**src/design/dnc_erase_pkg.sv**
```systemverilog
// DNC erase-vector package
// Shared widths, Q8.8 constants and pipeline stage structs for the
// erase-vector logistic pipeline of the DNC write head

package dnc_erase_pkg;

  ////////////////////////////////////////
  // Widths and scalar types
  ////////////////////////////////////////

  // Element word, signed Q8.8
  localparam int word_w  = 16;
  // Vector length and element count
  localparam int index_w = 16;

  typedef logic signed [word_w-1:0] word_t;
  typedef logic [index_w-1:0]       index_t;

  // PLAN segment select, ordered from the top of the curve down
  typedef enum logic [1:0] {
    seg_sat,
    seg_far,
    seg_mid,
    seg_near
  } seg_t;

  // Sequencer FSM
  typedef enum logic {
    st_idle,
    st_run
  } seq_state_t;

  ////////////////////////////////////////
  // Q8.8 constants
  ////////////////////////////////////////

  // Saturated output
  localparam word_t one_q        = 16'sd256;
  // Segment lower bounds on the magnitude
  localparam word_t bound_far_q  = 16'sd1280;
  localparam word_t bound_mid_q  = 16'sd608;
  localparam word_t bound_near_q = 16'sd256;
  // Offsets added after the shift
  localparam word_t off_far_q    = 16'sd216;
  localparam word_t off_mid_q    = 16'sd160;
  localparam word_t off_near_q   = 16'sd128;

  ////////////////////////////////////////
  // Stage structs
  ////////////////////////////////////////

  // Sequencer to segment select, 18 bits
  typedef struct packed {
    logic  valid;
    logic  last;
    word_t value;
  } elem_stage_t;

  // Segment select to evaluate, 21 bits
  typedef struct packed {
    logic  valid;
    logic  last;
    logic  negative;
    word_t magnitude;
    seg_t  seg;
  } seg_stage_t;

endpackage

```
**src/design/erase_sequencer.sv**
```systemverilog
// Erase-vector sequencer
// First pipeline stage. Takes a start with the vector length, accepts
// exactly that many element strobes and registers each one, tagging the
// final element as last

module erase_sequencer (
  input  logic                       clk,
  input  logic                       rst,
  input  logic                       start,
  input  dnc_erase_pkg::index_t      size_in,
  input  logic                       e_in_enable,
  input  dnc_erase_pkg::word_t       e_in,
  output logic                       ready,
  output dnc_erase_pkg::elem_stage_t elem_out
);

  import dnc_erase_pkg::*;

  ////////////////////////////////////////
  // Control state
  ////////////////////////////////////////

  seq_state_t state;
  // Latched vector length
  index_t     size_q;
  // Elements accepted so far in this vector
  index_t     count;

  // Element handshake
  logic accept;
  logic accept_last;

  // Stage output registers
  logic  valid_q;
  logic  last_q;
  word_t value_q;

  // Strobes only count while a vector is running
  assign accept      = (state == st_run) && e_in_enable;
  // Element W closes the vector
  assign accept_last = accept && (count == size_q - index_t'(1));

  // Free for a new vector as soon as the FSM sits in idle
  assign ready = (state == st_idle);

  ////////////////////////////////////////
  // FSM and element counter
  ////////////////////////////////////////

  always_ff @(posedge clk) begin
    if (rst) begin
      state  <= st_idle;
      size_q <= '0;
      count  <= '0;
    end else begin
      case (state)
        st_idle: begin
          // Zero length start is dropped
          if (start && (size_in != '0)) begin
            state  <= st_run;
            size_q <= size_in;
            count  <= '0;
          end
        end
        default: begin
          if (accept_last) begin
            state <= st_idle;
          end else if (accept) begin
            count <= count + index_t'(1);
          end
        end
      endcase
    end
  end

  ////////////////////////////////////////
  // Stage register
  ////////////////////////////////////////

  always_ff @(posedge clk) begin
    if (rst) begin
      valid_q <= 1'b0;
      last_q  <= 1'b0;
    end else begin
      valid_q <= accept;
      last_q  <= accept_last;
    end
  end

  // Data word, only meaningful alongside valid
  always_ff @(posedge clk) begin
    if (accept) begin
      value_q <= e_in;
    end
  end

  assign elem_out = '{valid: valid_q, last: last_q, value: value_q};

endmodule

```
**src/design/logistic_segment.sv**
```systemverilog
// Logistic segment select
// Second pipeline stage. Splits each element into sign and magnitude and
// picks the PLAN segment the magnitude falls in

module logistic_segment (
  input  logic                       clk,
  input  logic                       rst,
  input  dnc_erase_pkg::elem_stage_t elem_in,
  output dnc_erase_pkg::seg_stage_t  seg_out
);

  import dnc_erase_pkg::*;

  // Combinational split of the incoming word
  logic  negative;
  word_t magnitude;
  seg_t  seg;

  // Stage registers
  logic  valid_q;
  logic  last_q;
  logic  negative_q;
  word_t magnitude_q;
  seg_t  seg_q;

  ////////////////////////////////////////
  // Sign, magnitude, segment
  ////////////////////////////////////////

  always_comb begin
    negative  = elem_in.value[word_w-1];
    // Two's complement absolute value
    // The most negative code wraps to itself, 32768 when read unsigned
    magnitude = negative ? -elem_in.value : elem_in.value;

    // Unsigned compares so the wrapped code lands in saturation
    if ($unsigned(magnitude) >= $unsigned(bound_far_q)) begin
      seg = seg_sat;
    end else if ($unsigned(magnitude) >= $unsigned(bound_mid_q)) begin
      seg = seg_far;
    end else if ($unsigned(magnitude) >= $unsigned(bound_near_q)) begin
      seg = seg_mid;
    end else begin
      seg = seg_near;
    end
  end

  ////////////////////////////////////////
  // Stage register
  ////////////////////////////////////////

  always_ff @(posedge clk) begin
    if (rst) begin
      valid_q <= 1'b0;
      last_q  <= 1'b0;
    end else begin
      valid_q <= elem_in.valid;
      last_q  <= elem_in.last;
    end
  end

  // Payload follows the strobe
  always_ff @(posedge clk) begin
    if (elem_in.valid) begin
      negative_q  <= negative;
      magnitude_q <= magnitude;
      seg_q       <= seg;
    end
  end

  assign seg_out = '{
    valid:     valid_q,
    last:      last_q,
    negative:  negative_q,
    magnitude: magnitude_q,
    seg:       seg_q
  };

endmodule

```
**src/design/logistic_evaluate.sv**
```systemverilog
// Logistic segment evaluate
// Third pipeline stage. Evaluates the selected PLAN line with a truncating
// shift and an offset add, mirrors it for negative inputs and drives the
// output strobes

module logistic_evaluate (
  input  logic                      clk,
  input  logic                      rst,
  input  dnc_erase_pkg::seg_stage_t seg_in,
  output logic                      e_out_enable,
  output dnc_erase_pkg::word_t      e_out,
  output logic                      e_out_last
);

  import dnc_erase_pkg::*;

  // Shift amounts per segment
  localparam int shift_far  = 5;
  localparam int shift_mid  = 3;
  localparam int shift_near = 2;

  // Sigmoid of the magnitude
  word_t pos_value;
  // Final value after the sign mirror
  word_t result;

  ////////////////////////////////////////
  // Segment arithmetic
  ////////////////////////////////////////

  always_comb begin
    // Magnitude is non-negative below saturation, so the shift truncates
    case (seg_in.seg)
      seg_far: begin
        // x/32 + 0.84375
        pos_value = (seg_in.magnitude >>> shift_far) + off_far_q;
      end
      seg_mid: begin
        // x/8 + 0.625
        pos_value = (seg_in.magnitude >>> shift_mid) + off_mid_q;
      end
      seg_near: begin
        // x/4 + 0.5
        pos_value = (seg_in.magnitude >>> shift_near) + off_near_q;
      end
      default: begin
        // Saturated, magnitude not looked at
        pos_value = one_q;
      end
    endcase

    // sigmoid(-x) = 1 - sigmoid(x)
    if (seg_in.negative) begin
      result = one_q - pos_value;
    end else begin
      result = pos_value;
    end
  end

  ////////////////////////////////////////
  // Output register
  ////////////////////////////////////////

  always_ff @(posedge clk) begin
    if (rst) begin
      e_out_enable <= 1'b0;
      e_out_last   <= 1'b0;
    end else begin
      e_out_enable <= seg_in.valid;
      e_out_last   <= seg_in.last;
    end
  end

  // Result word held between strobes
  always_ff @(posedge clk) begin
    if (seg_in.valid) begin
      e_out <= result;
    end
  end

endmodule

```
**src/design/dnc_erase_vector.sv**
```systemverilog
// DNC erase vector
// Write-head erase vector, e(t;k) = sigmoid(e^(t;k)) for k in 0 to W-1.
// Three stage pipeline: sequencer, segment select, segment evaluate.
// Fixed latency of three clocks from e_in_enable to e_out_enable

module dnc_erase_vector (
  input  logic                  clk,
  input  logic                  rst,
  // Vector control
  input  logic                  start,
  input  dnc_erase_pkg::index_t size_in,
  output logic                  ready,
  // Element stream in
  input  logic                  e_in_enable,
  input  dnc_erase_pkg::word_t  e_in,
  // Element stream out
  output logic                  e_out_enable,
  output dnc_erase_pkg::word_t  e_out,
  output logic                  e_out_last
);

  import dnc_erase_pkg::*;

  // Stage links
  elem_stage_t elem_s;
  seg_stage_t  seg_s;

  // Start handshake and element counting
  erase_sequencer sequencer (
    .clk         (clk),
    .rst         (rst),
    .start       (start),
    .size_in     (size_in),
    .e_in_enable (e_in_enable),
    .e_in        (e_in),
    .ready       (ready),
    .elem_out    (elem_s)
  );

  // Sign, magnitude and segment
  logistic_segment segment (
    .clk     (clk),
    .rst     (rst),
    .elem_in (elem_s),
    .seg_out (seg_s)
  );

  // PLAN line and negative mirror
  logistic_evaluate evaluate (
    .clk          (clk),
    .rst          (rst),
    .seg_in       (seg_s),
    .e_out_enable (e_out_enable),
    .e_out        (e_out),
    .e_out_last   (e_out_last)
  );

endmodule

```
**config.mk**
```make
export PLATFORM = sky130hd
export DESIGN_NAME = dnc_erase_vector
export DESIGN_NICKNAME = d
export VERILOG_FILES = /design/src/design/dnc_erase_pkg.sv /design/src/design/erase_sequencer.sv /design/src/design/logistic_segment.sv /design/src/design/logistic_evaluate.sv /design/src/design/dnc_erase_vector.sv
export SDC_FILE = /design/constraint.sdc
export NUM_CORES = 1
export LEC_CHECK = 0
export ABC_AREA = 1
export BUFFER_PORTS_ARGS = -buffer_cell sky130_fd_sc_hd__buf_2
export CAP_MARGIN = 5
export CORE_ASPECT_RATIO = 0.75
export CORE_MARGIN = 10
export CORE_UTILIZATION = 29
export DETAILED_ROUTE_END_ITERATION = 7
export PLACE_DENSITY = 0.48
export REMOVE_ABC_BUFFERS = 1
export SYNTH_ARGS = -nofsm -noshare
export SYNTH_HDL_FRONTEND = slang
export SYNTH_SLANG_ARGS = --single-unit
```
**constraint.sdc**
```tcl
create_clock -name clk -period 2.1 [get_ports clk]
set_input_delay 0 -clock clk [delete_from_list [all_inputs] [get_ports clk]]
set_output_delay 0 -clock clk [all_outputs]
set_load 0.05 [all_outputs]
```
After elaboration in Yosys (flattened, before gate mapping)
Cells that the tools add are included.
W data, S select, Z words.
{"block": "totals", "ff_bits": 90, "latch_bits": 0, "ram_bits": 0, "mem_bits_ro": 0, "inputBits": 36, "wordCells": 52, "n_memories": 0}
{"block": "classes", "add_sub_neg": 7, "multipliers": 0, "div_mod_pow": 0, "order_cmp": 3, "n_eq_ne": 6, "shifts": 0, "muxes": 12, "bitwise": 1, "n_reduce_logical": 8}
{"cell": "$mux W16", "n": 6}
{"cell": "$pmux W16 S3", "n": 1}
{"cell": "$add A16 B1 Y16 const B", "n": 1}
{"cell": "$eq A16 B16 Y1", "n": 1}
{"cell": "$ge A16 B10 Y1 const B", "n": 1}
{"cell": "$ge A16 B11 Y1 const B", "n": 1}
{"cell": "$ge A16 B9 Y1 const B", "n": 1}
{"cell": "$neg A16 Y16", "n": 1}
{"cell": "$reduce_bool A16 Y1", "n": 1}
{"cell": "$sub A10 B16 Y16 const A", "n": 1}
{"cell": "$sub A16 B1 Y16 const B", "n": 1}
{"cell": "$add A14 B9 Y15 const B", "n": 1}
{"cell": "$add A13 B9 Y14 const B", "n": 1}
{"cell": "$add A11 B9 Y12 const B", "n": 1}
{"cell": "$mux W1", "n": 5}
{"cell": "$eq A2 B2 Y1 const B", "n": 2}
{"cell": "$ne A2 B2 Y1 const B", "n": 2}
{"cell": "$logic_and A1 B1 Y1", "n": 3}
{"cell": "$reduce_and A3 Y1", "n": 1}
{"cell": "$eq A2 B1 Y1 const B", "n": 1}
{"cell": "$reduce_and A2 Y1", "n": 1}
{"cell": "$reduce_bool A2 Y1", "n": 1}
{"cell": "$reduce_or A2 Y1", "n": 1}
{"cell": "$not A1 Y1", "n": 1}

Logic depth before layout (Yosys ltp)
{"block": "logic_depth", "depth_word": 5, "depth_mapped": 18}

Cells and area by module
A second synthesis with hierarchy kept.
{"block": "unflattened", "cells_unflattened": 787, "hier_area_um2": 5945.7}
{"mod": "erase_sequencer", "n_inst": 1, "cells_per_inst": 400, "area_per_inst_um2": 3025.4}
{"mod": "logistic_evaluate", "n_inst": 1, "cells_per_inst": 254, "area_per_inst_um2": 1717.9}
{"mod": "logistic_segment", "n_inst": 1, "cells_per_inst": 133, "area_per_inst_um2": 1202.4}

Worst setup path after synthesis
No wires, ideal clock.
{"block": "synth_timing", "path_kind": "flip-flop to flip-flop", "start": "register segment.magnitude_q[9]", "end": "register evaluate.e_out[12], data pin", "setup_time_ns": 0.253, "t_arrival_ns": 1.910, "path_slack_ns": -0.062, "stages_incl_launch_ff": 16, "n_path_buf": 0, "period_less_slack_ns": 2.162, "cell_sequence": "edfxtp_1 > inv_1 > ha_1 > inv_1 > a21oi_1 > nand2_1 > a21oi_1 > inv_1 > o21ai_0 > nor2_1 > nand2_1 > inv_2 > nand2_1 > nand2_1 > nand2_1 > nand2_1"}
{"block": "synth_between", "elab_chain_cells": 4, "word_cells_on_any_way": 6}
{"element": "start, declared", "line": "logistic_segment.sv:23", "rtl": "word_t magnitude_q;"}
{"element": "start signal, assigned", "line": "logistic_segment.sv:66", "rtl": "magnitude_q <= magnitude;"}
{"element": "$add A14 B9 Y15, or another cell as far along", "line": "logistic_evaluate.sv:44", "rtl": "pos_value = (seg_in.magnitude >>> shift_near) + off_near_q;"}
{"element": "$pmux W16 S3 (*)", "line": "logistic_evaluate.sv:33", "rtl": "case (seg_in.seg)"}
{"element": "$sub A10 B16 Y16", "line": "logistic_evaluate.sv:54", "rtl": "result = one_q - pos_value;"}
{"element": "$mux W16 (*)", "line": "logistic_evaluate.sv:53", "rtl": "if (seg_in.negative) begin"}
{"element": "via evaluate.result[12]", "line": "logistic_evaluate.sv:25", "rtl": "word_t result;"}
{"element": "end signal, assigned", "line": "logistic_evaluate.sv:77", "rtl": "e_out <= result;"}
{"element": "end, declared", "line": "logistic_evaluate.sv:11", "rtl": "output dnc_erase_pkg::word_t e_out,"}
Mark *: on every way through the listed nets, which the timed path passes. The rest lies on a longest branch.
A chain may end at the register's enable or synchronous reset.

Final worst setup path
{"block": "layout_timing", "start": "register segment.seg_q[0]", "end": "register evaluate.e_out[12], data pin"}
{"block": "layout_between", "elab_chain_cells": 4, "word_cells_on_any_way": 6}
{"element": "start, declared", "line": "logistic_segment.sv:24", "rtl": "seg_t seg_q;"}
{"element": "start signal, assigned", "line": "logistic_segment.sv:67", "rtl": "seg_q <= seg;"}
{"element": "$eq A2 B2 Y1 / $eq A2 B1 Y1 (equally long branches)", "line": "logistic_evaluate.sv:33"}
{"element": "$pmux W16 S3 (*)", "line": "logistic_evaluate.sv:33"}
{"element": "$sub A10 B16 Y16", "line": "logistic_evaluate.sv:54"}
{"element": "$mux W16 (*)", "line": "logistic_evaluate.sv:53"}
{"element": "via evaluate.result[12]", "line": "logistic_evaluate.sv:25"}
Marked as above.

==> impl_metrics.csv <==
group,metric,value,unit
outcome,status,"finished with violations",
outcome,violations,"setup timing",
sta,worst_pin_slew,0.736,ns
global_route,grt_usage,11.2,%
cts,cts_root_buf,"clkbuf_16",
synth,ys_ff_latch,88,
sta,slew_violations,0,
place,gp_congestion,0.865,
sta,setup_slack,-0.0247,ns
worst_hold_path,hp-class,"primary input to register",
floorplan,start_util,29.8,%
cts,clk-insertion-delay-late,0.34,ns
critical_path,rr_startpoint,"segment.seg_q[0]",
sta,fin_skew,0.0115,ns
critical_path,cp.arrival,2.22,ns
worst_hold_path,holdCritStartpoint,"start",
synth,synth_common_cells,"149 x nand2_1, 98 x nor2_1, 90 x inv_1",
cts,clock-sinks,88,
critical_path,critPathRequiredTime,2.20,ns
synth,syn-cell-area,5330,um^2
cells_and_area,fin_cells,1118,
synth,yosys.area.top_type,"edfxtp_1",
place,place_area,6280,um^2
global_route,grt_overflow_total,0,
cts,clockBufferDepth,2,
sta,period_needed,2.12,ns
place,dp_hpwl,10300,um
routing,routedWlPerCell,12.8,um
flow_run,drv_cap,0,
synth,postSynthCellCount,708,
cts,cts_buffers,9,
routing,viasPerCell,4.35,
synth,async_reset_ff_share,0,%
synth,yosysMostFrequentCell,"nand2_1",
sta,fmax,471,MHz
critical_path,crit_type,"register to register",
critical_path,critPathSlowestCell,"edfxtp_1",
worst_hold_path,holdPathStages,4,
floorplan,row_count,42,
sta,hold_viol,0,
routing,drtAntennaViolNets,0,
cts,clkTransAtPathRegs,0.07,ns
synth,synth_edf_count,49,
routing,dr.pass1.iters,5,
sta,max_slew_margin,50.8,%
routing,drc,0,
place,pre_cts_slack,-0.128,ns
sta,setup_violations,2,
floorplan,core,17900,um^2
sta,hold_slack,0.0799,ns
cells_and_area,finalInstanceArea,7660,um^2
global_route,antenna_found_initial,0,
floorplan,ios,55,
global_route,grt_pass1_vias,4370,
place,numPlacedInstances,1046,
cts,cts_tree,"done",
pwr,p_per_area,572,nW/um^2
critical_path,r2r-end,"evaluate.e_out[12]",
critical_path,slowest_delay,0.49,ns
pwr,power,4.38,mW
critical_path,cp_common_cell,"nand2_2",
cells_and_area,drive_gt1_share,34.7,%
critical_path,cp-end-kind,"register",
critical_path,ff2ff_path_depth,13,
cts,cts-htree-levels,3,
sta,rsz0062_at_grt,"true",
synth,synth_warnings,0,
global_route,grt_pass1_wl,22200,um
cells_and_area,n_antenna_cell,0,
synth,yosys-top-cells-area,"edfxtp_1 28%, dfxtp_1 15%, nand2_1 10%, nor2_1 6.9%, inv_1 6.3%",
synth,ys_types,42,
place,io_buffers,54,
critical_path,cp_max_fo,7,
synth,ys_seq_area_share,42.2,%
cells_and_area,n_fill_cell,1840,
synth,synth_top_cell_area_share,27.6,%
pwr,leakagePower,3.26,nW
sta,timing.final.crit_share,101,%
synth,synth-main-ff-cell,"edfxtp_1",
critical_path,path_cells,"nand2_2, buf_4, o22ai_1, a31oi_1, nand2_1, nor2_2, nand2_2, nand2_2, nand2_1, inv_2, nand2_2, nand3b_1, nand2_1",
routing,drt_iter0_markers,322,
routing,dr_total_vias,4858,
floorplan,die_h,137,um
floorplan,dieArea,24300,um^2
pwr,vdd_ir_drop_max,0.386,mV
critical_path,r2r_slack,-0.02,ns
global_route,grt_max_degree,32,
floorplan,die_w,177,um
cells_and_area,syn_to_final_growth,43.8,%
critical_path,start_kind,"register",
routing,wl,14300,um
synth,syn_avg_cell_area,7.53,um^2
cells_and_area,fin_nets,916,
worst_hold_path,hold_end,"sequencer.size_q[15]",
## logic make-up (layout without fill, tap and decap cells)
family	after synthesis	count (layout)	share of synthesized area [%]
simple gates	353	354	29.0
buf+inv	117	284	8.85
xor+xnor	45	45	7.39
fa+ha+maj	9	9	2.11
compound gates	96	96	10.4
flops	88	88	42.2
## registers in the layout (all words and copies together), names as in the netlist
register	count
sequencer.state	1
segment.seg_q	2
segment.magnitude_q	14
segment.negative_q	1
sequencer.count	16
sequencer.value_q	16
evaluate.e_out	16
evaluate.e_out_enable	1
sequencer.valid_q	1
evaluate.e_out_last	1
sequencer.size_q	16
segment.last_q	1
sequencer.last_q	1
segment.valid_q	1
## worst max-delay path by stage
stage                                 start                  end  slack [ns]  cells past startpoint
finish                     segment.seg_q[0]   evaluate.e_out[12]       -0.02                     13
global route               segment.seg_q[0]   evaluate.e_out[12]       -0.21                     17
CTS                        segment.seg_q[0]   evaluate.e_out[12]      -0.009                     17
detailed placement  segment.magnitude_q[10]   evaluate.e_out[15]       -0.13                      9
global placement    segment.magnitude_q[10]   evaluate.e_out[15]       -0.11                      9
floorplan                   sequencer.state  sequencer.count[10]       -0.42                      5
## per-layer routing
layer / up-vias / share of wire, % / GRT usage [%]
li1: 2613 / - / -
met1: 2148 / 55 / 17.3
met2: 91 / 40 / 15.0
met3: 6 / 4.4 / 2.54
met4: 0 / 0.67 / 2.93
met5: - / 0 / 0
## through the flow
stage	TNS (ns)	util (%)
3_3_place_gp	-0.821	35.2
6_report	-0.0357	42.9
3_5_place_dp	-1.34	35.2
4_1_cts	-0.00859	39.9
5_1_grt	-1.84	42.9
2_1_floorplan	-10.99	-
## timing repair
item	4_1_cts	5_1_grt
endpoints found under the setup margin	24	27
pin swaps	13	55
hold buffers	33	0
resized for setup	35	110
cloned	0	2
endpoints found under the hold margin	34	0
buffers inserted	13	8
## power by group
part | switching (mW) | internal [mW] | total [mW] | leakage (nW)
registers | 0.0518 | 1.87 | 1.93 | 0.772
clock network | 0.747 | 0.951 | 1.70 | 0.152
logic | 0.447 | 0.310 | 0.757 | 2.33
## area by class of cell
type	count	area (um^2)	area share, %
multi-input cells	504	3140	41.0
flip-flops and latches	88	2250	29.4
repair buffers	167	1270	16.6
inverters	101	382	4.98
well taps	242	303	3.95
clock buffers	9	225	2.94
clock inverters	7	85.1	1.11
## placed cells by master, fill, tap and decap left out, types with 3 or more instances in the layout
cell and instances:
a21oi_1 18, a21oi_2 23, buf_12 3, buf_2 54, buf_4 71, buf_6 5, clkbuf_16 10, dfxtp_1 37
dlygate4sd3_1 33, edfxtp_1 49, ha_4 6, inv_1 81, inv_2 18, inv_8 3, nand2_1 133, nand2_2 28
nand2_4 4, nand2_8 3, nand3_1 26, nand3_2 23, nand3b_1 3, nand4_1 6, nor2_1 80, nor2_2 18
nor2_4 9, nor3_1 7, nor3_2 4, nor4_1 4, o211ai_1 5, o21ai_0 25, o21ai_1 6, o21ai_2 6
o22ai_1 3, xnor2_1 11, xor2_1 33
## critical path: cells and delay by family, from the launching register on
kind	cells	cell delay, ns
and+or+nand+nor	9	0.80
DFF	1	0.49
AOI/OAI and AO/OA	2	0.34
buffers and inverters	2	0.24
(Power assumes the default switching activity.)
